## config.mk

```make
export PLATFORM = sky130hd
export DESIGN_NAME = event_counters
export DESIGN_NICKNAME = d
export VERILOG_FILES = /design/src/hdl/perf_pkg.sv /design/src/hdl/event_counters.sv
export SDC_FILE = /design/constraint.sdc
export NUM_CORES = 1
export LEC_CHECK = 0
export ABC_AREA = 1
export BUFFER_PORTS_ARGS = -buffer_cell sky130_fd_sc_hd__buf_4
export CORE_ASPECT_RATIO = 0.7
export CORE_MARGIN = 5
export CORE_UTILIZATION = 43
export DETAILED_ROUTE_END_ITERATION = 8
export PLACE_DENSITY = 0.6
export SLEW_MARGIN = 25
export SYNTH_ARGS = -nofsm -noshare
export SYNTH_HDL_FRONTEND = slang
export SYNTH_SLANG_ARGS = --single-unit
```

## constraint.sdc

```tcl
create_clock -name clk_cpu -period 1.95 [get_ports clk_cpu]
set_input_delay 0.195 -clock clk_cpu [delete_from_list [all_inputs] [get_ports clk_cpu]]
set_output_delay 0.195 -clock clk_cpu [all_outputs]
set_load 0.005 [all_outputs]
```

## src/hdl/perf_pkg.sv

```systemverilog
`default_nettype none

package perf_pkg;

	typedef logic [31:0] word_t;
	typedef logic [31:0] addr_t;
	typedef logic [3:0]  strobe_t;
	typedef logic [15:0] count_t;
	typedef logic [7:0]  report_byte_t;
	typedef logic [1:0]  credit_t;

	typedef enum logic [1:0] {
		region_instr,
		region_data,
		region_unmapped
	} region_t;

	localparam addr_t INSTR_END  = 32'h1FF;
	localparam addr_t DATA_END   = 32'h3FF;
	localparam int    MEM_WORDS  = 256;
	localparam int    LINE_WORDS = 4;
	localparam int    DIR_LINES  = 8;

	localparam int MISS_PENALTY = 6;
	localparam int CLKS_PER_BIT = 4;
	localparam int TX_CREDITS   = 2;

	// Report order is instr rd, instr miss, data rd, data wr, data miss and unmapped
	localparam int NUM_COUNTERS = 6;
	localparam int REPORT_BYTES = 12;

endpackage

`default_nettype wire
```

## src/hdl/event_counters.sv

```systemverilog
`timescale 1ns/100ps
`default_nettype none

module event_counters (
	input  logic                  clk_cpu,
	input  logic                  rst,
	input  logic                  ev_instr_read,
	input  logic                  ev_instr_miss,
	input  logic                  ev_data_read,
	input  logic                  ev_data_write,
	input  logic                  ev_data_miss,
	input  logic                  ev_unmapped,
	input  logic                  snapshot,
	input  logic [3:0]            byte_sel,
	output perf_pkg::report_byte_t report_byte
);
	import perf_pkg::*;

	logic [NUM_COUNTERS-1:0] ev;
	count_t                  cnt [NUM_COUNTERS];
	count_t                  hold [NUM_COUNTERS];
	logic [2:0]              hold_idx;

	assign ev = {ev_unmapped, ev_data_miss, ev_data_write,
		ev_data_read, ev_instr_miss, ev_instr_read}; // Bit 0 is first in the report

	always_ff @(posedge clk_cpu) begin
		if (rst) begin
			for (int i = 0; i < NUM_COUNTERS; i++)
				cnt[i] <= '0;
		end else begin
			for (int i = 0; i < NUM_COUNTERS; i++) begin
				if (ev[i] && cnt[i] != '1)
					cnt[i] <= cnt[i] + 1'b1; // Sticks at full scale
			end
		end
	end

	always_ff @(posedge clk_cpu) begin
		if (snapshot)
			hold <= cnt;
	end

	assign hold_idx = byte_sel[3:1];

	always_comb begin
		if (hold_idx < 3'(NUM_COUNTERS))
			report_byte = byte_sel[0] ? hold[hold_idx][15:8] : hold[hold_idx][7:0];
		else
			report_byte = '0;
	end

endmodule

`default_nettype wire

```

==> Word-level counts from Yosys, hierarchy flattened <==
Index checks and enable logic that the tools add are counted.
{ "word_totals": {"register_bits": 192, "latch_bits": 0, "mem_bits_rw": 0, "romBits": 0, "input_bits": 13, "out_inout_bits": 8, "word_cells": 38, "memories": 0} }
{ "classes": {"addsub": 6, "n_mul": 0, "div_mod_pow": 0, "order_cmp": 2, "n_eq_ne": 6, "n_shift": 0, "mux": 5, "n_bitwise": 1, "n_reduce_logical": 6} }
{ "ops": {"columns": ["op", "count"], "rows": [
  ["$add 16x1->16 const B", 6],
  ["$ne 16x16->1 const B", 6],
  ["$bmux 16 s3", 1],
  ["$mux 16", 2],
  ["$mux 8", 2],
  ["$logic_and 1x1->1", 6],
  ["$ge 4x4->1 const B", 1],
  ["$not 3->4", 1],
  ["$lt 3x3->1 const B", 1]
]} }

==> Longest topological paths before layout <==
{ "depth": {"word_depth": 6, "ltp_mapped": 10, "ltp_nobuf": 10} }

==> Worst setup path before layout <==
OpenSTA, ideal clock, no wires.
{ "synth_timing": {"kind": "register to register", "start": "reg cnt[16] (netlist name)", "end": "reg cnt[25] (netlist name)", "setup_time_ps": 115, "arrival_ps": 1300, "t_required_ps": 1835, "setup_slack_ps": 535, "path_stages_with_launch": 8, "path_buffers": 1, "period_less_slack_ps": 1415, "cell_sequence": "dfxtp_1 > ha_1 > nand2_2 > nor2_4 > nand4_4 > buf_6 > a21oi_1 > nor2_1"} }
{ "synth_between": {"elab_chain_len": 2, "word_cells_on_any_way": 3, "classes_between": "add/sub (1); eq/ne (1); reduce/logical (1)"} }
{ "synth_lines": {"columns": ["element", "line", "source"], "rows": [
  ["start: declaration", "event_counters.sv:20", "count_t cnt [NUM_COUNTERS];"],
  ["start signal: indexed assignment", "event_counters.sv:34", "cnt[i] <= cnt[i] + 1'b1;"],
  ["branches (longest 2 deep; another with $add 16x1->16)", null, null]
]} }
Several ways; the timed one is not identified.
A chain may end at the register's enable or synchronous reset.

==> Final worst setup path <==
{ "layout_timing": {"start": "reg hold[80] (netlist name)", "end": "out report_byte[0]"} }
{ "layout_between": {"elab_chain_len": 5} }
{ "layout_lines": {"columns": ["element", "line", "source"], "rows": [
  ["start: declaration", "event_counters.sv:21", "count_t hold [NUM_COUNTERS];"],
  ["start signal: assignment", "event_counters.sv:41", "hold <= cnt;"],
  ["$bmux 16 s3", "event_counters.sv:48", "report_byte = byte_sel[0] ? hold[hold_idx][15:8] : hold[hold_idx][7:0];"],
  ["$mux 16 (implied by the code) (2 in a row)", "event_counters.sv:48", null],
  ["$mux 8", "event_counters.sv:48", null],
  ["$mux 8", "event_counters.sv:47", "if (hold_idx < 3'(NUM_COUNTERS))"],
  ["end: declaration", "event_counters.sv:15", "output perf_pkg::report_byte_t report_byte"]
]} }
No other way between the ends. The select of a mux whose other input is x is not followed.

==> results.toml <==
[layout]
drive_gt1_share_pct = 10.2
nNetsFinal = 1221
final_cells = 1497
area_delta_synth_final_pct = 11.4
diodes = 0
postLayoutCellArea_um2 = 10500

[logic_synthesis]
synth_compound_gate_area_share_pct = 8.77
synth_top_area_cell = "edfxtp_1"
yosys-top-cells-area = "edfxtp_1 31%, dfxtp_1 20%, nor2_1 11%"
synth_top_family_by_area = "simple AND/OR/NAND/NOR gates"
syn-mean-instance-area_um2 = 7.96
ys_warn_count = 0
syn_area_um2 = 9400
yosys-top-cells-count = "283 x nor2_1, 236 x nand2_1, 96 x dfxtp_1, 96 x edfxtp_1, 93 x nand3_1"
ys_ff_latch = 192
synth-edff-count = 96
yosysMostFrequentCell = "nor2_1"
muxShareOfSynthArea_pct = 0
synth_flop_cell = "edfxtp_1"
synthSimpleGateAreaFrac_pct = 33.4
ys_seq_area_share_pct = 51.1
synth_fa_ha_area_share_pct = 0.799
async_flop_share_pct = 0
yosysUniqueCellTypes = 36
syn_nets = 1200
synth_top_area_share_pct = 30.7
synthXorXnorAreaFrac_pct = 0.279
syn_inst = 1181

[placed_design]
placedCellCount = 1465
place_area_um2 = 9890
pre_cts_ws_ns = 0.326
portBuffers = 20
place.gp.congestion = 0.865
hpwl_um = 15500

[pwr]
vdd_drop_max_v = 0.000661
powerDensity_nw_per_um2 = 797
p_leak_uw = 0.00405

[global_routing]
grt_max_degree = 59
grt_pass1_vias = 6640
grt_first_pass_wirelength_um = 36100
groute.usage.overall_pct = 17.9
gr-total-overflow = 0
grt_antenna_before_repair = 0

[sta]
slew_violations = 0
setup_tns_ns = 0
fin_crit_ns = 1.82
maxSlewHeadroom_pct = 63.5
setup_viol = 0
fin_ws_ns = 0.132
skew_ns = 0.00855
min_period_over_period_pct = 93.2
timing_hold_violations_final = 0
grt_setup_unrepaired = "no"
fmax_mhz = 550
worst_pin_slew_ns = 0.546

[worst_setup_path]
endpoint = "report_byte[0]"
critPathLaunch = "hold[80]"
r2r-end = "cnt[65]"
cp_slowest_cell = "edfxtp_1"
path_class = "reg -> out"
start_kind = "register"
cp_max_fo = 1
r2r_cells = 10
timing.rr.start = "cnt[65]"
arrival_ns = 1.62
cp_slowest_stage_delay_ns = 0.40
end_kind = "output pin"
ff2ff_setup_slack_ns = 0.30
path_cells = "nor2_1 > nor2_1 > o21ai_0 > o211ai_1 > nand3_1 > nand2_1 > buf_4"
cpMostUsedCell = "nor2_1"
worstPathRequired_ns = 1.75

[cts]
cts_hold_buf = 0
clock-root-buffer = "clkbuf_16"
ctsResizeCount = 0
cts_buffers = 17
insertion_delay_ns = 0.43
post_cts_buffers = 0
cts_buffer_depth = 2
htreeDepth = 4
cts_tree = "done"
clock_sinks = 192
clk_pin_slew_worst_paths_ns = 0.07

[floorplan]
die_h_um = 134
dieArea_um2 = 25000
placement_rows = 45
ios = 21
start_util_pct = 43.5
core_region_area_um2 = 21600
die_x_um = 187

[drt]
num_vias = 7753
drc_errors = 0
dr.pass1.iters = 6
ant_nets = 0
drtIter0Drc = 778
vias_per_cell = 5.18
wl_per_cell_um = 14.8
drt-total-wl_um = 22200

[hold_path]
hold_path_class = "in -> reg"

[flow_run]
max-cap-violations = 0

[outcome]
outcome = "complete, no violations"
==> cell type report <==
| cell class | instances | area [um2] |
|---|---|---|
| fill | 2114 | 11100 |
| sequential | 192 | 4800 |
| multi-input combinational | 867 | 4060 |
| clock buffer | 18 | 429 |
| tap | 282 | 353 |
| timing repair buffer | 38 | 348 |
| inverter | 86 | 324 |
| clock inverter | 14 | 150 |
==> critical path: cells and delay by family (launching register included) <==
family                 cells  cell delay, ns
AO/OA/AOI/OAI              2            0.30
flip-flops                 1            0.40
buffers and inverters      1            0.13
AND/OR/NAND/NOR            4            0.36
==> sequential cells by signal, summed over array words and instances (netlist names) <==
name,count
hold,96
cnt,96
==> worst min-delay path by stage <==
stage,slack [ns],startpoint,cells after the start,end
3_3_place_gp,0.47,cnt[81],0,hold[81]
5_1_grt,0.06,rst,2,cnt[39]
4_1_cts,0.06,rst,2,cnt[92]
6_report,0.08,rst,2,cnt[92]
3_5_place_dp,0.47,cnt[77],0,hold[77]
2_1_floorplan,0.31,snapshot,0,hold[0]
==> cells by family after synthesis <==
kind of cell               Yosys count
and+or+nand+nor                    704
DFF                                192
AOI/OAI and AO/OA                  154
buffers and inverters              122
adders and majority gates            6
xor gates and xnor gates             3
==> placed cells by master (no fill, tap or decap), types with 8 or more instances in the layout <==
cell       count
a21oi_1       67
nor2_1       283
buf_4         33
nor3_1        16
edfxtp_1      96
nand2_2        8
o22ai_1        8
nor2_2        10
inv_1         79
clkbuf_16     17
nand3_2       15
o21ai_0       60
nand2_1      236
nand3_1       93
dfxtp_1       96
o211ai_1      16
nand4_1       20
==> routing by layer <==
layer	track usage (%)	up-vias	part of all wire [%]
li1	-	3976	-
met1	29.4	3557	54
met2	24.2	210	40
met3	3.40	10	5.3
met4	3.49	0	0.69
met5	0	-	0
==> through the flow <==
| step | power, uW | util [%] | hold slack [ns] |
|---|---|---|---|
| after global placement | 4930 | 45.8 | 0.466 |
| after global routing | 8670 | 48.4 | 0.0583 |
| final | 8340 | 48.4 | 0.0827 |
| after CTS | 8430 | 48.4 | 0.0572 |
| after floorplan | 4720 | - | 0.307 |
| after detailed placement | 4940 | 45.8 | 0.470 |
==> where the power goes <==
part           internal, uW  switching, uW  leakage, uW
sequential             4320           59.2      0.00179
clock                  1910           1580     0.000277
combinational           164            299      0.00199
Note: power is estimated with default switching activity, not from simulation.
