### src/hdl/perf_pkg.sv
`default_nettype none

package perf_pkg;

	typedef logic [31:0] word_t;
	typedef logic [31:0] addr_t;
	typedef logic [3:0]  strobe_t;
	typedef logic [15:0] count_t;
	typedef logic [7:0]  report_byte_t;
	typedef logic [1:0]  credit_t;

	typedef enum logic [1:0] {
		region_instr,
		region_data,
		region_unmapped
	} region_t;

	localparam addr_t INSTR_END  = 32'h1FF;
	localparam addr_t DATA_END   = 32'h3FF;
	localparam int    MEM_WORDS  = 256;
	localparam int    LINE_WORDS = 4;
	localparam int    DIR_LINES  = 8;

	localparam int MISS_PENALTY = 6;
	localparam int CLKS_PER_BIT = 4;
	localparam int TX_CREDITS   = 2;

	// Report order is instr rd, instr miss, data rd, data wr, data miss and unmapped
	localparam int NUM_COUNTERS = 6;
	localparam int REPORT_BYTES = 12;

endpackage

`default_nettype wire
### src/hdl/mem_router.sv
`timescale 1ns/100ps
`default_nettype none

module mem_router (
	input  logic             clk_cpu,
	input  logic             rst,
	input  perf_pkg::addr_t   rw_address,
	input  perf_pkg::word_t   write_data,
	input  perf_pkg::strobe_t write_strobe,
	input  logic             read_request,
	input  logic             write_request,
	output perf_pkg::word_t   read_data,
	output logic             read_response,
	output logic             write_response,
	output logic             acc_valid,
	output logic             acc_write,
	output perf_pkg::region_t acc_region,
	output perf_pkg::addr_t   acc_addr,
	output perf_pkg::word_t   acc_wdata,
	output perf_pkg::strobe_t acc_strobe,
	input  logic             acc_done,
	input  perf_pkg::word_t   acc_rdata,
	output logic             ev_instr_read,
	output logic             ev_data_read,
	output logic             ev_data_write,
	output logic             ev_unmapped
);
	import perf_pkg::*;

	region_t req_region;
	logic    req_any;
	logic    unmapped_rd_rsp;
	logic    unmapped_wr_rsp;

	assign req_any = read_request || write_request;

	always_comb begin
		if (rw_address <= INSTR_END)
			req_region = region_instr;
		else if (rw_address <= DATA_END)
			req_region = region_data;
		else
			req_region = region_unmapped;
	end

	always_ff @(posedge clk_cpu) begin
		if (rst) begin
			acc_valid       <= 1'b0;
			acc_write       <= 1'b0;
			unmapped_rd_rsp <= 1'b0;
			unmapped_wr_rsp <= 1'b0;
			ev_instr_read   <= 1'b0;
			ev_data_read    <= 1'b0;
			ev_data_write   <= 1'b0;
			ev_unmapped     <= 1'b0;
		end else begin
			acc_valid       <= req_any && (req_region != region_unmapped);
			unmapped_rd_rsp <= read_request && (req_region == region_unmapped);
			unmapped_wr_rsp <= write_request && (req_region == region_unmapped);
			ev_instr_read   <= read_request && (req_region == region_instr);
			ev_data_read    <= read_request && (req_region == region_data);
			// Instruction region writes count as data writes too
			ev_data_write   <= write_request && (req_region != region_unmapped);
			ev_unmapped     <= req_any && (req_region == region_unmapped);
			if (req_any)
				acc_write <= write_request; // Direction steers the later response
		end
	end

	always_ff @(posedge clk_cpu) begin
		if (req_any) begin
			acc_region <= req_region;
			acc_addr   <= rw_address;
			acc_wdata  <= write_data;
			acc_strobe <= write_strobe;
		end
	end

	assign read_response  = (acc_done && !acc_write) || unmapped_rd_rsp;
	assign write_response = (acc_done && acc_write) || unmapped_wr_rsp;
	assign read_data      = (acc_done && !acc_write) ? acc_rdata : '0; // Unmapped reads see zero

endmodule

`default_nettype wire

### config.mk
export PLATFORM = sky130hd
export DESIGN_NAME = mem_router
export DESIGN_NICKNAME = d
export VERILOG_FILES = /design/src/hdl/perf_pkg.sv /design/src/hdl/mem_router.sv
export SDC_FILE = /design/constraint.sdc
export NUM_CORES = 1
export LEC_CHECK = 0
export BUFFER_PORTS_ARGS = -buffer_cell sky130_fd_sc_hd__buf_2
export CAP_MARGIN = 40
export CORE_MARGIN = 5
export CORE_UTILIZATION = 37
export CTS_CLUSTER_DIAMETER = 200
export DETAILED_ROUTE_END_ITERATION = 10
export PLACE_DENSITY = 0.77
export SYNTH_ARGS = -nofsm -noshare
export SYNTH_HDL_FRONTEND = slang
export SYNTH_SLANG_ARGS = --single-unit
### constraint.sdc
create_clock -name clk_cpu -period 2.2 [get_ports clk_cpu]
set_input_delay 0.66 -clock clk_cpu [delete_from_list [all_inputs] [get_ports clk_cpu]]
set_output_delay 0.66 -clock clk_cpu [all_outputs]
set_load 0.01 [all_outputs]
# [After elaboration in Yosys (flattened, before gate mapping)]
# Cells that the tools add are included.
# Widths: inputs -> output; s select.
[word_totals] in_bits=105 ff_bits=78 out_inout_bits=110 elab_cells=34
[op_classes] n_eq_ne=3 n_mux=3 magnitude_cmp=2 n_reduce_logical=14
[op_table] operator="$le 32x10->1 const B" count=1
[op_table] operator="$le 32x9->1 const B" count=1
[op_table] operator="$mux 32" count=1
[op_table] operator="$logic_and 1x1->1" count=9
[op_table] operator="$mux 2" count=2
[op_table] operator="$logic_or 1x1->1" count=3
[op_table] operator="$eq 2x1->1 const B" count=1
[op_table] operator="$eq 2x2->1 const B" count=1
[op_table] operator="$logic_not 2->1" count=1
[op_table] operator="$ne 2x2->1 const B" count=1
[op_table] operator="$logic_not 1->1" count=1

# [Depth between registers and ports, before layout]
[depth] word_depth=5 ltp_mapped=3 mapped_depth_nobuf=3

# [Worst setup path before layout]
# No wires, ideal clock.
[synth_path] path_kind="input port to flip-flop" from="input port read_request" to="register ev_unmapped" slack_ns=0.182 n_path_buf=0 arrival_time_ns=1.961 setup_ns=0.057 path_stages=3 required_ns=2.143 path_cell_list="or2_2 nand2b_1 o21ba_2"
[synth_via] elab_chain_cells=2
[synth_lines] item="from (decl)" line_no="mem_router.sv:10" source="input logic read_request,"
[synth_lines] item="$logic_or 1x1->1" line_no="mem_router.sv:35" source="assign req_any = read_request || write_request;"
[synth_lines] item="$logic_and 1x1->1" line_no="mem_router.sv:64" source="ev_unmapped <= req_any && (req_region == region_unmapped);"
[synth_lines] item="to (signal assigned)" line_no="mem_router.sv:64"
[synth_lines] item="to (decl)" line_no="mem_router.sv:26" source="output logic ev_unmapped"
# Every way passes these cells.
# A chain may end at the register's enable or synchronous reset.

# [Final worst setup path]
[layout_path] from="input port acc_done" to="output port read_data[14]"
[layout_via] elab_chain_cells=2
[layout_lines] item="from (decl)" line_no="mem_router.sv:21" source="input logic acc_done,"
[layout_lines] item="$logic_and 1x1->1" line_no="mem_router.sv:81" source="assign read_data = (acc_done && !acc_write) ? acc_rdata : '0;"
[layout_lines] item="$mux 32" line_no="mem_router.sv:81"
[layout_lines] item="to (decl)" line_no="mem_router.sv:12" source="output perf_pkg::word_t read_data,"
# Every way passes these cells.

==> results.tsv <==
stage	metric	value	unit
placement	dp_slack	-0.1427	ns
critical_path	end_kind	output pin	
power_and_ir_drop	irDropWorstVdd	0.3728	mV
global_routing	grt_max_degree	34	
floorplan	start_util	0.3846	
synth	ys_types	18	
final_layout	fin_area	4140	sq um
sta	tightest_slew	0.4491	ns
placement	portBuffers	214	
global_routing	grt_usage	0.1607	
sta	fin_skew	0	ns
global_routing	overflow	0	
sta	clock.fmax	0.4894	GHz
synth	seq_area_frac_synth	0.8516	
synth	synthCells	141	
sta	max_slew_margin	0.6978	
placement	gp_congestion	0.6669	
final_layout	drive_gt1_frac	0.6489	
synth	synth-seq-cells	78	
sta	finalCritPeriodShare	0.9288	
floorplan	fp.coreArea	6907	sq um
clocking	cts_sinks	78	
sta	hold_viol_final	0	
global_routing	grt_pass1_vias	2071	
clocking	cts-root-buf	clkbuf_8	
clocking	cts.clk_slew.worst_paths	0.08	ns
clocking	htreeDepth	3	
route	route.met3.wl	922	um
final_layout	n_antenna_cell	0	
route	drtIter0Drc	37	
global_routing	antenna_found_initial	0	
critical_path	crit_type	in2out	
synth	syn_nets	246	
flow_run	drv_cap	0	
route	dr_wl_met2	4187	um
route	wl_per_cell	16.29	um
route	wl_met1	2481	um
sta	setup-tns-final	0	ns
clocking	clockBufferDepth	2	
floorplan	rows	30	
route	vias_per_cell	4.294	
clocking	cts_tree	built	
floorplan	io_pins	215	
synth	avgSynthCellArea	18.84	sq um
clocking	hold_buffers	0	
sta	final-max-slew-violation-count	0	
power_and_ir_drop	finalPower	3.339	mW
final_layout	area_growth	55.86	%
min_path	min_path_type	in2reg	
power_and_ir_drop	leakage	1.965	nW
sta	rsz0062_at_grt	no	
final_layout	finish.utilization	0.5995	
critical_path	start_kind	input pin	
placement	dpl-instance-area	3911	sq um
route	wl	7690	um
route	firstDrtPassIters	4	
synth	syn_area	2656	sq um
floorplan	die_area	8974	sq um
sta	setup_ws	0.1566	ns
sta	setup_viol	0	
floorplan	die_w	94.73	um
global_routing	grt_pass1_wl	10600	um
final_layout	nets	476	
sta	min_period	2.043	ns
floorplan	dieHeight	94.73	um
clocking	clock_latency	0.34	ns
critical_path	arrival	1.38	ns
critical_path	worst-path-max-fanout	17	
placement	hpwl	6216	um
final_layout	n_fill_cell	591	
clocking	numCtsBuffers	9	
outcome	status	finished clean	
critical_path	required	1.54	ns
power_and_ir_drop	powerDensity	806.5	nW/um^2
route	antenna_left	0	
route	drc	0	
synth	yosysWarnings	0	
route	via_count	2027	
route	top_layer	met4	
[per-stage QoR]
step                hold slack, ns  std cells
floorplan                   0.5492        141
global route                0.4571        472
detailed placement          0.6061        456
finish                      0.4813        472
CTS                         0.4695        471
global placement            0.5839        455
[cell usage in the layout, fill, tap and decap left out, types with 2 or more instances in the layout]
cell        instances
dfxtp_1             8
o21ba_2             3
nor2b_4             2
inv_1               2
buf_4               6
nand2b_1            3
edfxtp_1           70
and2_1             32
nor2_1              2
clkbuf_8            9
buf_2             214
bufinv_16           2
nor3_1              3
clkbuf_1            2
clkinvlp_4          2
nor4_1              6
[repair_timing]
action                                  in CTS  in global routing
setup buffers                                0                  0
endpoints found under the setup margin      25                 33
resized for setup                            2                  1
cloned                                       0                  1
pin swaps                                    0                  0
[power breakdown]
part	internal (mW)	switching, mW	leakage [nW]
registers	1.75	0.0313	0.778
logic	0.202	0.223	1.09
clock network	0.641	0.495	0.0998
total	2.59	0.749	1.96
[layer usage]
layer | up-vias | global-route usage
met4 | 0 | 0.06250
met3 | 12 | 0.06295
li1 | 980 | -
met1 | 915 | 0.1581
met2 | 120 | 0.2995
met5 | - | 0
[flip-flops by register name, indices dropped and copies added (netlist names)]
register / count
acc_addr: 32
acc_region: 2
acc_strobe: 4
acc_valid: 1
acc_wdata: 32
acc_write: 1
ev_data_read: 1
ev_data_write: 1
ev_instr_read: 1
ev_unmapped: 1
unmapped_rd_rsp: 1
unmapped_wr_rsp: 1
[logic make-up (layout without fill, tap and decap cells)]
family                 count (synthesis)  count (layout)  share of synthesized area
buffers and inverters                  5             239                   0.007066
AND/OR/NAND/NOR                       53              54                     0.1253
AO/OA/AOI/OAI                          5               5                    0.01601
flip-flops                            78              78                     0.8516
[cell type report]
cell class	instances	area [sq um]	share of cell area
multi-input cells	59	399.1	0.09640
well taps	96	120.1	0.02901
inverters	2	7.507	0.001813
clock inverters	5	83.83	0.02025
repair buffers	221	1136	0.2744
flip-flops and latches	78	2262	0.5464
clock buffers	11	131.4	0.03173
[synth_stat cells]
cell type,instances,area share
and2_1,32,0.075
nand2_1,1,0.0014
a21oi_1,1,0.0019
nor2b_1,1,0.0024
nor4_1,6,0.014
nor2_1,2,0.0028
dfxtp_1,8,0.060
clkbuf_1,3,0.0042
or2_1,1,0.0024
edfxtp_1,70,0.79
nand4_2,1,0.0047
inv_1,2,0.0028
nor3_1,3,0.0057
nor4_2,1,0.0047
a21o_1,1,0.0028
or2_2,2,0.0047
o21ba_2,3,0.011
nand2b_1,3,0.0071
[worst max-delay path, cell delays in order]
cell and delay (ns):
buf_2 0.11, nor2b_4 0.30, and2_1 0.18, buf_2 0.13
[path summary, 6_finish.rpt]
check | from | to | slack, ns | cells after the start
worst min register to register | acc_write | acc_write | 0.74 | 3
worst max-delay path | acc_done | read_data[14] | 0.16 | 4
worst min-delay path | write_data[30] | acc_wdata[30] | 0.48 | 1
worst max register to register | acc_write | acc_write | 1.39 | 3
(Power assumes the default switching activity.)
