<file path="src/hdl/perf_pkg.sv">
`default_nettype none

package perf_pkg;

	typedef logic [31:0] word_t;
	typedef logic [31:0] addr_t;
	typedef logic [3:0]  strobe_t;
	typedef logic [15:0] count_t;
	typedef logic [7:0]  report_byte_t;
	typedef logic [1:0]  credit_t;

	typedef enum logic [1:0] {
		region_instr,
		region_data,
		region_unmapped
	} region_t;

	localparam addr_t INSTR_END  = 32'h1FF;
	localparam addr_t DATA_END   = 32'h3FF;
	localparam int    MEM_WORDS  = 256;
	localparam int    LINE_WORDS = 4;
	localparam int    DIR_LINES  = 8;

	localparam int MISS_PENALTY = 6;
	localparam int CLKS_PER_BIT = 4;
	localparam int TX_CREDITS   = 2;

	// Report order is instr rd, instr miss, data rd, data wr, data miss and unmapped
	localparam int NUM_COUNTERS = 6;
	localparam int REPORT_BYTES = 12;

endpackage

`default_nettype wire
</file>
<file path="src/hdl/report_fsm.sv">
`timescale 1ns/100ps
`default_nettype none

module report_fsm (
	input  logic                  clk_cpu,
	input  logic                  rst,
	input  logic                  report_start,
	output logic                  report_busy,
	output logic                  snapshot,
	output logic [3:0]            byte_sel,
	input  perf_pkg::report_byte_t report_byte,
	output logic                  tx_push,
	output perf_pkg::report_byte_t tx_byte,
	input  logic                  tx_credit,
	input  logic                  tx_idle
);
	import perf_pkg::*;

	typedef enum logic [1:0] {st_idle, st_capture, st_send, st_drain} report_state_t;

	report_state_t state;
	credit_t       credits;
	logic [3:0]    byte_idx;
	logic          push_now;

	assign push_now    = (state == st_send) && (credits != '0);
	assign report_busy = (state != st_idle);
	assign snapshot    = (state == st_capture);
	assign byte_sel    = byte_idx;

	always_ff @(posedge clk_cpu) begin
		if (rst) begin
			state    <= st_idle;
			credits  <= credit_t'(TX_CREDITS);
			byte_idx <= '0;
			tx_push  <= 1'b0;
		end else begin
			tx_push <= push_now;
			credits <= credits - credit_t'(push_now) + credit_t'(tx_credit);
			case (state)
				st_idle: begin
					if (report_start)
						state <= st_capture;
				end
				st_capture: begin
					byte_idx <= '0;
					state    <= st_send;
				end
				st_send: begin
					if (push_now) begin
						byte_idx <= byte_idx + 1'b1;
						if (byte_idx == 4'(REPORT_BYTES - 1))
							state <= st_drain;
					end
				end
				st_drain: begin
					if (!tx_push && tx_idle) // The last push may still be on its way
						state <= st_idle;
				end
				default: state <= st_idle;
			endcase
		end
	end

	always_ff @(posedge clk_cpu) begin
		if (push_now)
			tx_byte <= report_byte;
	end

endmodule

`default_nettype wire

</file>
<file path="config.mk">
export PLATFORM = sky130hd
export DESIGN_NAME = report_fsm
export DESIGN_NICKNAME = d
export VERILOG_FILES = /design/src/hdl/perf_pkg.sv /design/src/hdl/report_fsm.sv
export SDC_FILE = /design/constraint.sdc
export NUM_CORES = 1
export LEC_CHECK = 0
export ABC_CLOCK_PERIOD_IN_PS = 2520
export BUFFER_PORTS_ARGS = -buffer_cell sky130_fd_sc_hd__buf_2
export CORE_MARGIN = 1.5
export CORE_UTILIZATION = 47
export DETAILED_ROUTE_END_ITERATION = 6
export PLACE_DENSITY = 0.82
export SLEW_MARGIN = 20
export SYNTH_ARGS = -nofsm -noshare
export SYNTH_HDL_FRONTEND = slang
export SYNTH_SLANG_ARGS = --single-unit
</file>
<file path="constraint.sdc">
create_clock -name clk_cpu -period 2.52 [get_ports clk_cpu]
set_input_delay 0.378 -clock clk_cpu [delete_from_list [all_inputs] [get_ports clk_cpu]]
set_output_delay 0.378 -clock clk_cpu [all_outputs]
set_load 0.02 [all_outputs]
</file>
Word-level counts from Yosys, hierarchy flattened
Index checks and enable logic that the tools add are counted.

$add $sub $neg: 3. Eq/ne operators: 8. Mux-type cells: 7. Reduce and logical (&&, ||, !) cells: 9.

Operator list (count): $mux W2 (4); $pmux W2 S4 (1); $pmux W4 S2 (1); $ne A2 B2 Y1 const B (3); $reduce_bool A2 Y1 (3); $add A4 B1 Y4 const B (1); $eq A2 B2 Y1 const B (2); $eq A4 B4 Y1 const B (1); $mux W4 (1); $reduce_and A4 Y1 (1); $add A2 B1 Y2 (1); $eq A2 B1 Y1 const B (1); $logic_and A1 B1 Y1 (2); $logic_not A2 Y1 (1); $ne A2 B1 Y1 const B (1); $reduce_and A2 Y1 (1); $sub A2 B1 Y2 (1); $logic_not A1 Y1 (1).

Register bits: 17. Input port bits: 13. Output and inout port bits: 15. Logic and storage cells: 32.

Longest topological paths before layout
Gate-level depths: netlist of run 1.

Depth in word-level cells: 4. Depth in mapped cells: 9. Gate-level depth less buffers: 9.

Worst setup path after synthesis of run 1
OpenSTA, ideal clock, no wires.

Path type: reg-to-reg. Start: register state[0]. End: register credits[1]. Arrival: 1.707 ns. Required time: 2.405 ns. Slack: 0.698 ns. Stages on the path, launching flop included: 10. Period minus slack after synthesis: 1.822 ns. Cell sequence: dfxtp_1 inv_1 ha_1 o21a_4 ha_1 inv_1 ha_1 xor2_1 xnor2_1 nand2_1.

Longest elaborated chain between the ends: 4.

RTL lines: start: declaration (RTL line report_fsm.sv:21) `report_state_t state;`; start signal: assignment (RTL line report_fsm.sv:33) `state <= st_idle;`; start signal: assignment (RTL line report_fsm.sv:43) `state <= st_capture;`; start signal: assignment (RTL line report_fsm.sv:47) `state <= st_send;`; $eq A2 B2 Y1 (RTL line report_fsm.sv:26) `assign push_now = (state == st_send) && (credits != '0);`; $logic_and A1 B1 Y1 (RTL line report_fsm.sv:26); net push_now (RTL line report_fsm.sv:24) `logic push_now;`; $sub A2 B1 Y2 (RTL line report_fsm.sv:39) `credits <= credits - credit_t'(push_now) + credit_t'(tx_credit);`; $add A2 B1 Y2 (RTL line report_fsm.sv:39); end signal: assignment (RTL line report_fsm.sv:34) `credits <= credit_t'(TX_CREDITS);`; end signal: assignment (RTL line report_fsm.sv:39); end: declaration (RTL line report_fsm.sv:22) `credit_t credits;`.

The timed path passes the listed nets, and every way through them passes these cells. A chain may end at the register's enable or synchronous reset.

Worst setup path in the final report of run 1
Ends and elaborated chain as after synthesis.

==> results.yml, run 1 <==
setup_path:
  cp.required_ps: 2700
  path_cells: "inv_1 > ha_1 > o21a_4 > ha_1 > inv_1 > ha_1 > xor2_1 > xnor2_1 > nand2_1"
  crit_path_max_fanout: 11
  slowest_delay_ps: 350
  crit_family: "adder cells"
  cp_num_buf_inv: 2
  worstSetupPathType: "reg -> reg"
  slowest_stage: "dfxtp_1"
  startpoint_type: "flip-flop"
  cp-end-kind: "flip-flop"
  crit_arrival_ps: 2180
  path_common_cell: "ha_1"
sta:
  hold_viol_final: 0
  tightest_slew_ps: 628.8
  finalCritPeriodShare_pct: 79.47
  drv_slew: 0
  clock_skew_ps: 8.112
  layout_min_cycle_time_ps: 2003
  relSlewSlack_pct: 58.08
  fmax_ghz: 0.4994
  setup_viol: 0
  rsz0062_at_grt: "no"
  tns_ps: 0
die:
  die_w_um: 44.05
  start_util_pct: 51.38
  die_area_sq_um: 1940
  fp.dieH_um: 44.05
  core_area_sq_um: 1541
  io_pins: 28
  rows: 14
drt:
  routed_wl_um: 1339
  drc_errors: 0
  wl_per_cell_um: 12.06
  drt_iter0_drc: 5
  dr.pass1.iters: 4
  ant_nets: 0
  vias_per_cell: 5.297
  vias: 588
cts:
  cts_sinks: 17
  post_cts_resized: 0
  cts_tree: "yes"
  cts_hold_buffers: 0
  cts_buffers: 3
  path_clk_slew_ps: 90
  cts_max_level: 1
  cts_setup_buffers: 0
  cts.path.max_buffers: 2
  worstSkewPairLatency_ps: 280
  clockRootBuffer: "clkbuf_4"
grt:
  grt-ovfl-total: 0
  grt_use_total_pct: 15.83
  antenna_found_initial: 0
  grt_max_degree: 12
  grt_pass1_vias: 531
  grt_first_pass_wirelength_um: 2180
power_and_ir_drop:
  p_total_uw: 985.3
  powerDensity_nw_per_um2: 1015
  p_leak_uw: 0.0004493
  ir_drop_mv: 0.7043
layout:
  final_net_count: 118
  nFillCells: 132
  mostFrequentLayoutCells: "buf_2 (27), ha_1 (9), dfxtp_1 (9)"
  syn_to_final_growth_pct: 22.59
  layout-drive-gt1-share_pct: 34.74
  final_common_cell: "buf_2"
  fin_util_pct: 62.99
  num_antenna_cells: 0
logic_synthesis:
  postSynthAreaPerCell_sq_um: 12.18
  ys_types: 25
  synthCells: 65
  ys_seq_elements: 17
  ys.warnings.count: 0
  synthesis.area_sq_um: 792.0
  syn_nets: 87
  ys_seq_area_share_pct: 53.08
job:
  cap_violations: 0
placed_design:
  port_buffers: 27
  post-dp-hpwl_um: 1019
  routabilityCongestion: 0.6829
worst_hold_path:
  hp-class: "in -> reg"
status:
  status: "complete, no violations"
## cells by family (layout without fill, tap and decap cells)
kind of cell             count (synthesis)  after routing  share of synthesized area, %
flip-flops                              17             17                         53.08
AND/OR/NAND/NOR                         17             17                         13.43
AO/OA/AOI/OAI                           12             12                         10.90
adder cells (fa/ha/maj)                  9              9                         14.22
buffers and inverters                    7             37                         3.317
XOR/XNOR                                 2              2                         2.212
multiplexers                             1              1                         2.843
## worst register-to-register path, cell delays in order, from the launching register on
cell	delay, ps
dfxtp_1	350
inv_1	140
ha_1	330
o21a_4	270
ha_1	250
inv_1	50
ha_1	140
xor2_1	170
xnor2_1	130
nand2_1	60
## synth_stat cells, drive strengths merged
master / number / area, sq um
a222oi: 1 / 10.01
clkbuf: 1 / 3.750
or3b: 1 / 8.760
o21ai: 2 / 10.01
nand2b: 2 / 12.51
a41o: 1 / 10.01
and2: 2 / 12.51
xnor2: 1 / 8.760
nor2b: 2 / 12.51
a311oi: 1 / 8.760
nand3: 1 / 5.000
mux2i: 1 / 22.52
nand3b: 2 / 15.01
a211oi: 1 / 7.510
edfxtp: 8 / 240.2
nor2: 2 / 7.510
o21a: 1 / 15.01
nand4bb: 1 / 11.26
or4b: 1 / 10.01
inv: 6 / 22.52
nand2: 3 / 11.26
xor2: 1 / 8.760
ha: 9 / 112.6
dfxtp: 9 / 180.2
a21oi: 5 / 25.02
## where the power goes
part | leakage [uW] | internal, uW | switching [uW]
clock | 0.0000177 | 58.9 | 78.1
combinational | 0.000285 | 185 | 261
sequential | 0.000146 | 362 | 40.2
## metal layers
layer	part of all wire, %	up-vias	global-route usage [%]
met4	1.9	0	10.91
met5	0	-	0
met1	44	267	18.83
li1	-	291	-
met2	46	26	24.71
met3	7.7	4	4.490
## path summary, 6_finish.rpt
kind / start / to / slack, ps / cells past startpoint
min: report_byte[1] / tx_byte[1]$_DFFE_PP_ / 260 / 1
max: state[0]$_SDFFE_PP0P_ / credits[1]$_SDFF_PP1_ / 520 / 9
min reg2reg: byte_sel[1]$_SDFFE_PP0P_ / byte_sel[1]$_SDFFE_PP0P_ / 500 / 2
max reg2reg: state[0]$_SDFFE_PP0P_ / credits[1]$_SDFF_PP1_ / 520 / 9
## state kept, by name, indices dropped and copies added, names as in the netlist
register / flops
tx_byte: 8
byte_sel: 4
credits: 2
state: 2
tx_push: 1
## final cells by class
class                   instances  area [sq um]  area share, %
clock buffers                   3         22.52          2.320
clock inverters                 1         5.005         0.5155
inverters                       6         22.52          2.320
multi-input cells              41         345.3          35.57
flip-flops and latches         17         420.4          43.30
well taps                      16         20.02          2.062
repair buffers                 27         135.1          13.92
## through the flow
stage	hold slack (ps)	instance area (sq um)	worst slack (ps)	std cells
floorplan	476.9	792.0	698.0	65
global placement	478.9	943.4	616.7	107
detailed placement	486.5	943.4	553.6	107
CTS	255.9	970.9	514.2	111
global route	239.1	970.9	330.0	111
finish	262.9	970.9	517.5	111
(Power assumes the default switching activity.)
==> inputs of run 2 (changes only) <==
Settings changed: ABC_AREA set to 1, ABC_CLOCK_PERIOD_IN_PS 2520 to 1900, CORE_ASPECT_RATIO set to 0.75.
Clock period 2.52 ns to 1.9 ns, I/O delays scaled along.
==> results.yml, run 2 <==
setup_path:
  crit_path_max_fanout: 7
  cp-end-kind: "flip-flop"
  startpoint_type: "flip-flop"
  cp.required_ps: 2130
  crit_arrival_ps: 1970
  worstSetupPathType: "reg -> reg"
layout:
  fin_area_sq_um: 1016
  final_common_cell: "buf_2"
  final_net_count: 144
  largest-register: "tx_byte"
  largest_reg_flops: 8
  layout-drive-gt1-share_pct: 32.23
  num_antenna_cells: 0
  final_cells: 142
  mostFrequentLayoutCells: "buf_2 (27), nand2_1 (17), inv_1 (12), nor2_1 (12), dfxtp_1 (9)"
  syn_to_final_growth_pct: 24.35
placed_design:
  post-dp-hpwl_um: 1185
  routabilityCongestion: 0.7804
  place_inst: 138
  port_buffers: 27
  place_area_sq_um: 985.9
drt:
  dr.pass1.iters: 3
  routed_wl_um: 1474
  drt_iter0_drc: 3
  vias_per_cell: 4.676
  vias: 664
  wl_per_cell_um: 10.38
  ant_nets: 0
  drc_errors: 0
logic_synthesis:
  ys_seq_elements: 17
  ys_types: 19
  synth_common_cells: "nand2_1 (17), inv_1 (12), nor2_1 (12)"
  synth.most_common_cell: "nand2_1"
  synthCells: 89
  ys_seq_area_share_pct: 51.45
  async_reset_ff_share_pct: 0
  synthesis.area_sq_um: 817.0
  synth_ff_type: "dfxtp_1"
  synth_edf_count: 8
  synth_top_area_share_pct: 29.40
  syn_nets: 111
  postSynthAreaPerCell_sq_um: 9.180
  synth_top_cell_by_area: "edfxtp_1"
  synthTopCellsByArea: "edfxtp_1 (29%), dfxtp_1 (22%), ha_1 (14%)"
  ys.warnings.count: 0
grt:
  grt_use_total_pct: 17.50
  grt_first_pass_wirelength_um: 2484
  grt_max_degree: 11
  antenna_found_initial: 0
  grt_pass1_vias: 587
  grt-ovfl-total: 0
die:
  start_util_pct: 52.83
  rows: 12
  io_pins: 28
  core_area_sq_um: 1546
  die_area_sq_um: 2000
  fp.dieH_um: 39.11
  die_w_um: 51.15
sta:
  layout_min_cycle_time_ps: 1736
  tightest_slew_ps: 248.5
  setup_viol: 0
  tns_ps: 0
  finalCritPeriodShare_pct: 91.37
  drv_slew: 0
  rsz0062_at_grt: "no"
  hold_viol_final: 0
  fmax_ghz: 0.5760
  relSlewSlack_pct: 83.41
  clock_skew_ps: 6.528
  hold_ws_ps: 169.9
cts:
  cts_hold_buffers: 0
  clockRootBuffer: "clkbuf_4"
  path_clk_slew_ps: 100
  cts_max_level: 1
  cts_sinks: 17
  cts.path.max_buffers: 2
  cts_buffers: 3
  cts_tree: "yes"
  worstSkewPairLatency_ps: 290
power_and_ir_drop:
  p_total_uw: 1479
  powerDensity_nw_per_um2: 1455
  p_leak_uw: 0.0005000
  ir_drop_mv: 0.7475
status:
  status: "complete, no violations"
job:
  cap_violations: 0
worst_hold_path:
  hp-class: "in -> reg"
==> run 2: worst max-delay path: stages, from the launching register on <==
cell and delay (ps):
dfxtp_1 390, inv_1 120, ha_2 250, inv_2 90
nor2_4 40, ha_1 280, inv_1 50, ha_1 180
or2_0 220, nand3_1 60
==> run 2: worst paths after layout <==
path | endpoint | slack, ps | from | depth (start not counted)
setup reg to reg | credits[1]$_SDFF_PP1_ | 160 | state[0]$_SDFFE_PP0P_ | 9
setup / recovery | credits[1]$_SDFF_PP1_ | 160 | state[0]$_SDFFE_PP0P_ | 9
hold / removal | tx_byte[0]$_DFFE_PP_ | 170 | report_byte[0] | 1
hold reg to reg | state[0]$_SDFFE_PP0P_ | 540 | state[0]$_SDFFE_PP0P_ | 2
==> run 2: what timing repair did <==
item / in CTS / in global routing
resized for setup: 0 / 1
setup buffers: 0 / 0
setup endpoints to repair: 0 / 1
==> run 2: metal layers <==
metal | wire [um] | global-route usage [%] | up-vias
met4 | 0 | 4.054 | 0
met3 | 114 | 6.202 | 0
met1 | 695 | 20.91 | 292
met2 | 664 | 30.52 | 24
met5 | 0 | 0 | -
li1 | - | - | 348
==> run 2: area by class of cell <==
type                            instances  area [sq um]
Timing Repair Buffer                   28         142.6
Sequential cell                        17         420.4
Tap cell                               21         26.28
Inverter                               14         52.55
Clock buffer                            3         22.52
Multi-Input combinational cell         58         346.6
Clock inverter                          1         5.005
Fill cell                             126         530.5
==> run 2: kinds of logic (layout without fill, tap and decap cells) <==
family | Yosys count | in the layout | synth area share [%]
buffers and inverters | 14 | 46 | 6.432
flip-flops | 17 | 17 | 51.45
adder cells (fa/ha/maj) | 9 | 9 | 13.78
AND/OR/NAND/NOR | 40 | 40 | 22.36
AO/OA/AOI/OAI | 8 | 8 | 4.899
XOR/XNOR | 1 | 1 | 1.072
==> run 2: per-stage QoR <==
| stage | worst slack [ps] | utilization (%) |
|---|---|---|
| 6_report | 163.9 | 65.70 |
| 4_1_cts | 81.94 | 65.53 |
| 5_1_grt | 74.19 | 65.70 |
| 3_5_place_dp | 112.3 | 63.75 |
| 3_3_place_gp | 225.1 | 63.75 |
| 2_1_floorplan | 189.9 | - |
==> run 2: report_power, final <==
part | switching, uW | leakage (uW) | internal [uW]
clock | 110 | 0.0000177 | 78.3
sequential | 62.0 | 0.000147 | 491
combinational | 467 | 0.000335 | 271
total | 639 | 0.000500 | 840
