## config.mk

```make
export PLATFORM = sky130hd
export DESIGN_NAME = miss_timer
export DESIGN_NICKNAME = d
export VERILOG_FILES = /design/src/hdl/perf_pkg.sv /design/src/hdl/miss_timer.sv
export SDC_FILE = /design/constraint.sdc
export NUM_CORES = 1
export LEC_CHECK = 0
export BUFFER_PORTS_ARGS = -buffer_cell sky130_fd_sc_hd__buf_4
export CORE_AREA = 3 3 40 42
export CTS_BUF_LIST = sky130_fd_sc_hd__clkbuf_4 sky130_fd_sc_hd__clkbuf_8
export DETAILED_ROUTE_END_ITERATION = 10
export DIE_AREA = 0 0 43 45
export HOLD_SLACK_MARGIN = 0.12
export PLACE_DENSITY = 0.32
export SLEW_MARGIN = 25
export SYNTH_ARGS = -nofsm -noshare
export SYNTH_HDL_FRONTEND = slang
export SYNTH_SLANG_ARGS = --single-unit
```

## constraint.sdc

```tcl
create_clock -name clk_cpu -period 1.4 [get_ports clk_cpu]
set_input_delay 0.07 -clock clk_cpu [delete_from_list [all_inputs] [get_ports clk_cpu]]
set_output_delay 0.07 -clock clk_cpu [all_outputs]
set_load 0.02 [all_outputs]
```

## src/hdl/perf_pkg.sv

```systemverilog
`default_nettype none

package perf_pkg;

	typedef logic [31:0] word_t;
	typedef logic [31:0] addr_t;
	typedef logic [3:0]  strobe_t;
	typedef logic [15:0] count_t;
	typedef logic [7:0]  report_byte_t;
	typedef logic [1:0]  credit_t;

	typedef enum logic [1:0] {
		region_instr,
		region_data,
		region_unmapped
	} region_t;

	localparam addr_t INSTR_END  = 32'h1FF;
	localparam addr_t DATA_END   = 32'h3FF;
	localparam int    MEM_WORDS  = 256;
	localparam int    LINE_WORDS = 4;
	localparam int    DIR_LINES  = 8;

	localparam int MISS_PENALTY = 6;
	localparam int CLKS_PER_BIT = 4;
	localparam int TX_CREDITS   = 2;

	// Report order is instr rd, instr miss, data rd, data wr, data miss and unmapped
	localparam int NUM_COUNTERS = 6;
	localparam int REPORT_BYTES = 12;

endpackage

`default_nettype wire
```

## src/hdl/miss_timer.sv

```systemverilog
`timescale 1ns/100ps
`default_nettype none

module miss_timer (
	input  logic clk_cpu,
	input  logic rst,
	input  logic miss_start,
	output logic penalty_done
);
	import perf_pkg::*;

	typedef logic [$clog2(MISS_PENALTY)-1:0] penalty_cnt_t;

	penalty_cnt_t remaining;

	// miss_start and the registered acc_done each take one cycle of the penalty
	always_ff @(posedge clk_cpu) begin
		if (rst)
			remaining <= '0;
		else if (miss_start)
			remaining <= penalty_cnt_t'(MISS_PENALTY - 1);
		else if (remaining != '0)
			remaining <= remaining - 1'b1;
	end

	assign penalty_done = (remaining == penalty_cnt_t'(1));

endmodule

`default_nettype wire

```

=== Word level (Yosys, flattened, before mapping) ===
Cells that the tools add are included.

* Latch bits: 0
* Output and inout port bits: 1
* Bits in writable memories: 0
* Flip-flop bits (word level): 3
* Logic and storage cells: 9
* Memory bits (read-only): 0
* Bits of input ports: 3
* Memories kept: 0

* Shift operators: 0
* $add $sub $neg: 1
* Magnitude comparators: 0
* Bitwise operators: 0
* Divide/modulo/power cells: 0
* Multiply operators: 0
* Reductions and logical operators: 3
* Muxes and demuxes: 2
* Eq/ne operators: 1

{| class="wikitable"
|+ Operator list
! kind !! number
|-
| $mux 3 || 2
|-
| $eq 3x1->1 const B || 1
|-
| $reduce_bool 3->1 || 1
|-
| $sub 3x1->3 const B || 1
|-
| $reduce_bool 2->1 || 1
|-
| $reduce_or 2->1 || 1
|}

=== Depth between registers and ports, before layout ===
Gate-level depths: netlist of run 1.

* Word-level depth: 3
* Depth in mapped cells: 4
* Gate-level depth less buffers: 4

=== Least setup slack after synthesis of run 1 ===
Ideal clock, no wire load.

* Kind: reg-to-reg
* From: register remaining[0]
* To: register remaining[2]
* Setup time: 0.074 ns
* Path buffers: 0
* Data required time: 1.326 ns
* Arrival: 1.086 ns
* Setup slack: 0.240 ns
* Cell stages (with the launch flop): 5
* Period minus slack after synthesis: 1.160 ns
* Cells stage by stage: dfxtp_1 inv_1 ha_1 or3b_1 a31oi_1

* Longest elaborated chain between the ends: 3
* Elaborated cells on any way between the ends: 5
* Classes of those cells: add/sub: 1; mux: 2; reduce/logical: 2

{| class="wikitable"
|+ Ends and longest elaborated chain
! what !! line !! text
|-
| from (decl) || miss_timer.sv:14 || <nowiki>penalty_cnt_t remaining;</nowiki>
|-
| from (signal assigned) || miss_timer.sv:21 || <nowiki>remaining <= penalty_cnt_t'(MISS_PENALTY - 1);</nowiki>
|-
| from (signal assigned) || miss_timer.sv:23 || <nowiki>remaining <= remaining - 1'b1;</nowiki>
|-
| $sub 3x1->3 || miss_timer.sv:23 ||
|-
| $mux 3 || miss_timer.sv:22 || <nowiki>else if (remaining != '0)</nowiki>
|-
| $mux 3 || miss_timer.sv:20 || <nowiki>else if (miss_start)</nowiki>
|}

Parallel ways exist; a longest one is shown, timed or not. The select of a mux whose other input is x is not followed.
A chain may end at the register's enable or synchronous reset.

=== Worst setup path after layout of run 1 ===
Same ends and word-level chain as after synthesis.

==> results of run 1 <==
==> layout by cell type, fill, tap and decap left out <==
| master | netlist | routed |
|---|---|---|
| dlygate4sd3_1 | 0 | 2 |
| nor4b_1 | 1 | 1 |
| buf_4 | 0 | 3 |
| dfxtp_1 | 3 | 3 |
| clkbuf_4 | 0 | 4 |
| a2111oi_2 | 1 | 1 |
| and2b_2 | 1 | 1 |
| a211oi_1 | 1 | 1 |
| inv_1 | 3 | 3 |
| a31oi_1 | 1 | 1 |
| or3b_1 | 1 | 1 |
| nor3b_1 | 1 | 1 |
| nor2b_1 | 1 | 1 |
| ha_1 | 3 | 3 |
| nand2b_1 | 1 | 1 |
| or2b_1 | 1 | 1 |
==> worst reg2reg max path: cells and delay by family, from the launching register on <==
kind / cells / cell delay (ps)
AOI/OAI and AO/OA: 1 / 170
and+or+nand+nor: 1 / 360
buffers and inverters: 1 / 70
adders and majority gates: 1 / 230
DFF: 1 / 360
==> cell usage after synthesis <==
cell type  instances  area share
or3b_1             1       0.046
inv_1              3       0.059
a2111oi_2          1       0.078
a211oi_1           1       0.039
or2b_1             1       0.039
a31oi_1            1       0.033
ha_1               3        0.20
dfxtp_1            3        0.31
nor4b_1            1       0.046
and2b_2            1       0.046
nor3b_1            1       0.039
nand2b_1           1       0.033
nor2b_1            1       0.033
==> power breakdown <==
part / switching [mW] / leakage [nW] / total (mW) / internal, mW
clock network: 0.0451 / 0.0184 / 0.171 / 0.126
logic: 0.0317 / 0.0776 / 0.0700 / 0.0383
registers: 0.00773 / 0.0250 / 0.103 / 0.0948
==> through the flow <==
step	setup slack, ps	hold WS (ps)	cells	util	total power, mW
after floorplan	239.6	138.9	19	-	0.1503
after global placement	107.9	257.6	37	0.1811	0.1730
after detailed placement	147.9	255.5	37	0.1811	0.1704
after CTS	125.8	548.8	43	0.2201	0.3559
after global routing	5.061	587.9	43	0.2201	0.3679
final	135.7	559.8	43	0.2201	0.3438
==> cells by family after synthesis <==
family,after synthesis
flops,3
buf+inv,3
fa+ha+maj,3
compound gates,3
simple gates,7
==> worst paths after layout <==
check            endpoint  depth (start not counted)    startpoint  slack [ps]
max          remaining[2]                          4  remaining[0]         140
min          remaining[1]                          3           rst         560
max reg2reg  remaining[2]                          4  remaining[0]         140
min reg2reg  remaining[0]                          2  remaining[0]         620
==> cell type report <==
type,count,area [sq um]
clock buffers,4,30.03
well taps,15,18.77
multi-input cells,13,120.1
inverters,3,11.26
fillers,149,1002
flip-flops and latches,3,60.06
repair buffers,5,42.54
==> metal layers <==
layer | up-vias | wire length [um] | share of wire
li1 | 83 | - | -
met1 | 75 | 122 | 0.38
met2 | 6 | 159 | 0.50
met3 | 0 | 38 | 0.12
met4 | 0 | 0 | 0
met5 | - | 0 | 0
==> repair_timing <==
action / CTS / global route
hold buffers: 2 / 0
gates resized for setup: 0 / 0
hold endpoints to repair: 3 / 0
==> flow_metrics.env, run 1 <==
export IMPL_die_h_um=45
export IMPL_maxSlewViolCount=0
export IMPL_place_area_sq_um=232.7
export IMPL_maxSlewHeadroom=0.8391
export IMPL_start_util=0.1490
export IMPL_postCtsSetupBuffers=0
export IMPL_crit_path_end_kind="register"
export IMPL_crit_chain="inv_1 -> ha_1 -> or3b_1 -> a31oi_1"
export IMPL_vias=164
export IMPL_leakage_nw=0.1210
export IMPL_finalWirelength_um=320
export IMPL_start_kind="register"
export IMPL_cts_max_level=1
export IMPL_synth_fa_ha_area_frac=0.1961
export IMPL_use_met2=0.06287
export IMPL_first_iter_violations=5
export IMPL_grtUsageTotal=0.04413
export IMPL_clockBufferDepth=2
export IMPL_tightest_slew_ps=238.0
export IMPL_rsz0062_at_grt="no"
export IMPL_min_path_type="primary input to register"
export IMPL_coreArea_sq_um=1285
export IMPL_p_per_area_nw_per_um2=1216
export IMPL_synth_top_family_by_area="simple AND/OR/NAND/NOR gates"
export IMPL_cap_violations=0
export IMPL_outcome="finished, final reports clean"
export IMPL_top_usage_layer="met2"
export IMPL_portBuffers=3
export IMPL_finalSetupViolCount=0
export IMPL_clk_latency_ps=230
export IMPL_drive_above_1_share=0.3214
export IMPL_drcViolationCount=0
export IMPL_synth_area_mux_share=0
export IMPL_top_regs="remaining: 3 flops"
export IMPL_use_met3=0.01594
export IMPL_num_rows=13
export IMPL_num_io_pins=4
export IMPL_root_buffer="clkbuf_4"
export IMPL_synth_avg_cell_area_sq_um=10.08
export IMPL_synth_warnings=0
export IMPL_ys_ff_latch=3
export IMPL_fp_dieW_um=43
export IMPL_areaGrowthSynthToFinish_pct=47.71
export IMPL_crit_path_max_fanout=4
export IMPL_cts_tree="built"
export IMPL_dieArea_sq_um=1935
export IMPL_grt_max_degree=7
export IMPL_grtUsageMet1=0.04578
export IMPL_largest_reg_flops=3
export IMPL_first_global_vias=164
export IMPL_synth_compound_area_frac=0.1503
export IMPL_diodes=0
export IMPL_hold_viol=0
export IMPL_path_buf_inv=1
export IMPL_clk_pin_slew_ps=40
export IMPL_slowest_delay_ps=360
export IMPL_ir_drop_uv=424.5
export IMPL_antenna_found_initial=0
export IMPL_dp_hpwl_um=228.9
export IMPL_cp_slowest_cell="dfxtp_1"
export IMPL_critPathRequiredTime_ps=1560
export IMPL_viasPerCell=3.814
export IMPL_skew_ps=4.208
export IMPL_regMostFlops="remaining"
export IMPL_cp_top_family="flip-flops"
export IMPL_synth_area_sq_um=191.4
export IMPL_grt_pass1_wl_um=579
export IMPL_wl_per_cell_um=7.442
export IMPL_fin_crit_ps=1264
export IMPL_fin_area_sq_um=282.8
export IMPL_crit_arrival_ps=1420
export IMPL_crit_type="register to register"
export IMPL_ys_seq_area_frac=0.3137
export IMPL_first_pass_iters=4
export IMPL_synthXorXnorAreaFrac=0
export IMPL_syn_nets=25
export IMPL_postRouteAntennaNets=0
export IMPL_nNetsFinal=35
export IMPL_gp_congestion=0.6181
export IMPL_ys_types=13
export IMPL_cts_made_buffers=3
export IMPL_clkSinkCount=3
export IMPL_timing_final_crit_share=0.9031
export IMPL_grt_overflow=0
export IMPL_fmax_ghz=0.7910
export IMPL_synthSimpleGateAreaFrac=0.2810
export IMPL_tns_ps=0
export IMPL_syn_instance_count=19
No activity file was read; power rests on OpenSTA's default activity.
==> run 2, diff against run 1 <==
- GPL_TIMING_DRIVEN: default -> 0
==> run 2 against run 1 <==
  * Sequential power about the same
  * Register-to-register slack about the same
  * Final area did not move
  * Clock power barely moved
  * Sequential share of layout area unchanged
  * Sequential cell count did not move
  * Largest cell class unchanged
  * Largest power group unchanged
  * Via count decreased by 1.8%
==> flow_metrics.env, run 2 (same netlist as run 1, synthesis figures left out) <==
export IMPL_largest_reg_flops=3
export IMPL_clockBufferDepth=2
export IMPL_clk_pin_slew_ps=40
export IMPL_crit_type="register to register"
export IMPL_root_buffer="clkbuf_4"
export IMPL_skew_ps=4.296
export IMPL_final_common_cell="clkbuf_4"
export IMPL_pwr_share_comb=0.208
export IMPL_min_path_type="primary input to register"
export IMPL_first_global_vias=153
export IMPL_clockPowerShare=0.495
export IMPL_cap_violations=0
export IMPL_postCtsSetupBuffers=0
export IMPL_multi_input_area_sq_um=120.1
export IMPL_power_frac_seq=0.297
export IMPL_cts_tree="built"
export IMPL_drive_above_1_share=0.3214
export IMPL_ctsHoldBuffers=2
export IMPL_clkSinkCount=3
export IMPL_fmax_ghz=0.7866
export IMPL_die_h_um=45
export IMPL_r2r_start="remaining[0]"
export IMPL_ctsResizeCount=0
export IMPL_drcViolationCount=0
export IMPL_num_io_pins=4
export IMPL_regMostFlops="remaining"
export IMPL_crit_path_max_fanout=4
export IMPL_holdPathStages=3
export IMPL_crit_path_end_kind="register"
export IMPL_ir_drop_uv=404.6
export IMPL_start_kind="register"
export IMPL_grt_max_degree=7
export IMPL_postRouteAntennaNets=0
export IMPL_register_area_sq_um=60.06
export IMPL_start_util=0.1490
export IMPL_vias=161
export IMPL_holdWs_ps=564.2
export IMPL_critPathLaunch="remaining[0]"
export IMPL_cts_max_level=1
export IMPL_top_regs="remaining: 3 flops"
export IMPL_critPathRequiredTime_ps=1560
export IMPL_maxSlewHeadroom=0.8245
export IMPL_dieArea_sq_um=1935
export IMPL_portBuffers=3
export IMPL_outcome="finished, final reports clean"
export IMPL_tns_ps=0
export IMPL_grt_pass1_wl_um=607
export IMPL_antenna_found_initial=0
export IMPL_ff2ff_path_depth=4
export IMPL_gp_congestion=0.6257
export IMPL_final_fill_count=140
export IMPL_final_cell_mix="4 x clkbuf_4, 3 x inv_1, 3 x ha_1, 3 x buf_4, 3 x dfxtp_1"
export IMPL_cts_made_buffers=3
export IMPL_grt_overflow=0
export IMPL_first_iter_violations=2
export IMPL_slowest_delay_ps=370
export IMPL_netSwitchingFraction=0.2498
export IMPL_fin_crit_ps=1271
export IMPL_netSwitchingPower_mw=0.08649
export IMPL_diodes=0
export IMPL_cp_slowest_cell="dfxtp_1"
export IMPL_finalWirelength_um=365
export IMPL_hold_viol=0
export IMPL_finalSetupViolCount=0
export IMPL_min_from="rst"
export IMPL_fp_dieW_um=43
export IMPL_tightest_slew_ps=259.6
export IMPL_viasPerCell=3.744
export IMPL_maxSlewViolCount=0
export IMPL_crit_arrival_ps=1430
export IMPL_areaGrowthSynthToFinish_pct=47.71
export IMPL_nNetsFinal=35
export IMPL_timing_final_crit_share=0.9081
export IMPL_grtUsageTotal=0.04913
export IMPL_internal_power_mw=0.2598
export IMPL_p_per_area_nw_per_um2=1225
export IMPL_coreArea_sq_um=1285
export IMPL_clk_latency_ps=230
export IMPL_crit_chain="inv_1 -> ha_1 -> or3b_1 -> a31oi_1"
export IMPL_wl_per_cell_um=8.488
export IMPL_first_pass_iters=2
export IMPL_num_rows=13
export IMPL_leakage_nw=0.1210
export IMPL_rsz0062_at_grt="no"
run 2: worst max-delay path, delay by kind of cell, from the launching register on:
family,cells,cell delay [ps]
flip-flops,1,370
AND/OR/NAND/NOR,1,360
adder cells (fa/ha/maj),1,230
AO/OA/AOI/OAI,1,160
buffers and inverters,1,80
run 2: stage by stage:
stage	worst slack, ps	utilization	instance area (sq um)	power, mW	std cells
after global placement	132.1	0.1811	232.7	0.1725	37
after CTS	120.7	0.2201	282.8	0.3568	43
after global routing	21.10	0.2201	282.8	0.3731	43
after detailed placement	137.1	0.1811	232.7	0.1732	37
final	128.7	0.2201	282.8	0.3463	43
after floorplan	239.6	-	191.4	0.1503	19
run 2: area by class of cell:
| class | count | share of cell area |
|---|---|---|
| inverter | 3 | 0.03982 |
| sequential | 3 | 0.2124 |
| clock buffer | 4 | 0.1062 |
| tap | 15 | 0.06637 |
| multi-input combinational | 13 | 0.4248 |
| timing repair buffer | 5 | 0.1504 |
run 2: power by group through the flow:
stage	sequential, mW	combinational (mW)	clock [mW]
finish	0.103	0.0720	0.171
global route	0.104	0.0801	0.189
detailed placement	0.104	0.0688	0
global placement	0.105	0.0679	0
floorplan	0.102	0.0485	0
CTS	0.103	0.0736	0.180
run 2: metal layers:
metal	vias up	part of all wire	GRT usage
li1	85	-	-
met1	68	0.42	0.04819
met2	6	0.45	0.05988
met3	2	0.082	0.02789
met4	0	0.044	0.07229
met5	-	0	0
run 2: worst paths after layout:
| kind | to | slack (ps) |
|---|---|---|
| worst max-delay path | remaining[2] | 130 |
| worst min-delay path | remaining[1] | 560 |
| worst max register to register | remaining[2] | 130 |
| worst min register to register | remaining[2] | 610 |
==> run 3, diff against run 2 <==
- PLACE_DENSITY: 0.32 -> 0.37
==> run 3 against run 2 <==
  * Via count decreased by 3.7%
  * Die area unchanged
  * First-iteration DRC count decreased by 100%
  * Setup slack improved by 2.1 ps
  * Clock-buffer cell count unchanged
  * Clock skew decreased by 2.9 ps
  * Register-to-register slack about the same
  * Non-clock buffer count unchanged
  * Clock power about the same
  * Routed wire length decreased by 14%
  * Power decreased by 1.3%
==> flow_metrics.env, run 3 (same netlist as run 1, synthesis figures left out) <==
export IMPL_critPathRequiredTime_ps=1560
export IMPL_dp_cells=37
export IMPL_slowest_delay_ps=370
export IMPL_maxSlewHeadroom=0.8253
export IMPL_rsz0062_at_grt="no"
export IMPL_viasPerCell=3.605
export IMPL_areaGrowthSynthToFinish_pct=47.71
export IMPL_cap_violations=0
export IMPL_netSwitchingFraction=0.2416
export IMPL_fp_dieW_um=43
export IMPL_grtUsageTotal=0.03485
export IMPL_final_common_cell="clkbuf_4"
export IMPL_skew_ps=1.401
export IMPL_drcViolationCount=0
export IMPL_clk_latency_ps=230
export IMPL_dp_slack_ps=138.8
export IMPL_first_iter_violations=0
export IMPL_register_area_sq_um=60.06
export IMPL_cp_slowest_cell="dfxtp_1"
export IMPL_fin_crit_ps=1269
export IMPL_final_fill_count=137
export IMPL_min_path_type="primary input to register"
export IMPL_vias=155
export IMPL_grt_pass1_wl_um=510
export IMPL_path_buf_inv=1
export IMPL_largest_reg_flops=3
export IMPL_regMostFlops="remaining"
export IMPL_timing_final_crit_share=0.9066
export IMPL_fin_cells=43
export IMPL_power_frac_seq=0.300
export IMPL_maxSlewViolCount=0
export IMPL_start_util=0.1490
export IMPL_tightest_slew_ps=258.4
export IMPL_netSwitchingPower_mw=0.08256
export IMPL_hold_viol=0
export IMPL_die_h_um=45
export IMPL_wl_per_cell_um=7.302
export IMPL_gp_congestion=0.6265
export IMPL_fmax_ghz=0.7878
export IMPL_cts_tree="built"
export IMPL_antenna_found_initial=0
export IMPL_postRouteAntennaNets=0
export IMPL_finalWirelength_um=314
export IMPL_r2r_slack_ps=130
export IMPL_top_regs="remaining: 3 flops"
export IMPL_start_kind="register"
export IMPL_dp_hpwl_um=242.1
export IMPL_nNetsFinal=35
export IMPL_first_global_vias=131
export IMPL_internal_power_mw=0.2592
export IMPL_first_pass_iters=1
export IMPL_postCtsSetupBuffers=0
export IMPL_grt_max_degree=7
export IMPL_crit_path_end_kind="register"
export IMPL_ir_drop_uv=630.3
export IMPL_finalSetupViolCount=0
export IMPL_crit_arrival_ps=1420
export IMPL_num_io_pins=4
export IMPL_drive_above_1_share=0.3214
export IMPL_root_buffer="clkbuf_4"
export IMPL_cp_top_family="flip-flops"
export IMPL_crit_path_max_fanout=4
export IMPL_clockPowerShare=0.493
export IMPL_dieArea_sq_um=1935
export IMPL_cts_max_level=1
export IMPL_grt_overflow=0
export IMPL_pwr_share_comb=0.207
export IMPL_crit_chain="inv_1 -> ha_1 -> or3b_1 -> a31oi_1"
export IMPL_crit_type="register to register"
export IMPL_clkSinkCount=3
export IMPL_clk_pin_slew_ps=40
export IMPL_outcome="finished, final reports clean"
export IMPL_num_rows=13
export IMPL_multi_input_area_sq_um=120.1
export IMPL_p_per_area_nw_per_um2=1209
export IMPL_leakage_nw=0.1210
export IMPL_clockBufferDepth=2
export IMPL_diodes=0
export IMPL_holdWs_ps=574.9
export IMPL_cts_made_buffers=3
export IMPL_final_cell_mix="4 x clkbuf_4, 3 x inv_1, 3 x ha_1, 3 x buf_4, 3 x dfxtp_1"
export IMPL_setup_ws_ps=130.7
export IMPL_ctsHoldBuffers=2
export IMPL_ctsResizeCount=0
export IMPL_portBuffers=3
export IMPL_coreArea_sq_um=1285
export IMPL_tns_ps=0
-- run 3: cell counts in the layout (fill, tap and decap cells not counted) --
No cell type changed its count.
-- run 3: worst register-to-register path: cells and delay by family, from the launching register on --
kind                     cells  cell delay, ps
adder cells (fa/ha/maj)      1             230
AO/OA/AOI/OAI                1             160
AND/OR/NAND/NOR              1             360
flip-flops                   1             370
buffers and inverters        1              80
-- run 3: power groups by stage --
| stage | clock network, mW | logic (mW) | registers, mW |
|---|---|---|---|
| floorplan | 0 | 0.0485 | 0.102 |
| global placement | 0 | 0.0674 | 0.104 |
| detailed placement | 0 | 0.0666 | 0.104 |
| CTS | 0.174 | 0.0717 | 0.103 |
| global route | 0.181 | 0.0774 | 0.104 |
| finish | 0.168 | 0.0707 | 0.103 |
-- run 3: layer usage --
layer / track usage / wire length (um)
met5: 0 / 0
met4: 0 / 0
met3: 0.02390 / 22
met2: 0.05689 / 141
met1: 0.04057 / 149
-- run 3: final timing paths --
kind                     start  cells past startpoint      endpoint
setup / recovery  remaining[0]                      4  remaining[2]
hold / removal             rst                      3  remaining[1]
setup reg to reg  remaining[0]                      4  remaining[2]
hold reg to reg   remaining[2]                      2  remaining[2]
-- run 3: layout make-up --
class                   count  area share
clock buffers               4      0.1062
flip-flops and latches      3      0.2124
inverters                   3     0.03982
repair buffers              5      0.1504
multi-input cells          13      0.4248
well taps                  15     0.06637
-- run 3: metrics by stage --
stage / instance area, sq um / total power, mW / utilization
after floorplan: 191.4 / 0.1503 / -
after global placement: 232.7 / 0.1717 / 0.1811
after detailed placement: 232.7 / 0.1709 / 0.1811
final: 282.8 / 0.3417 / 0.2201
after global routing: 282.8 / 0.3629 / 0.2201
after CTS: 282.8 / 0.3487 / 0.2201
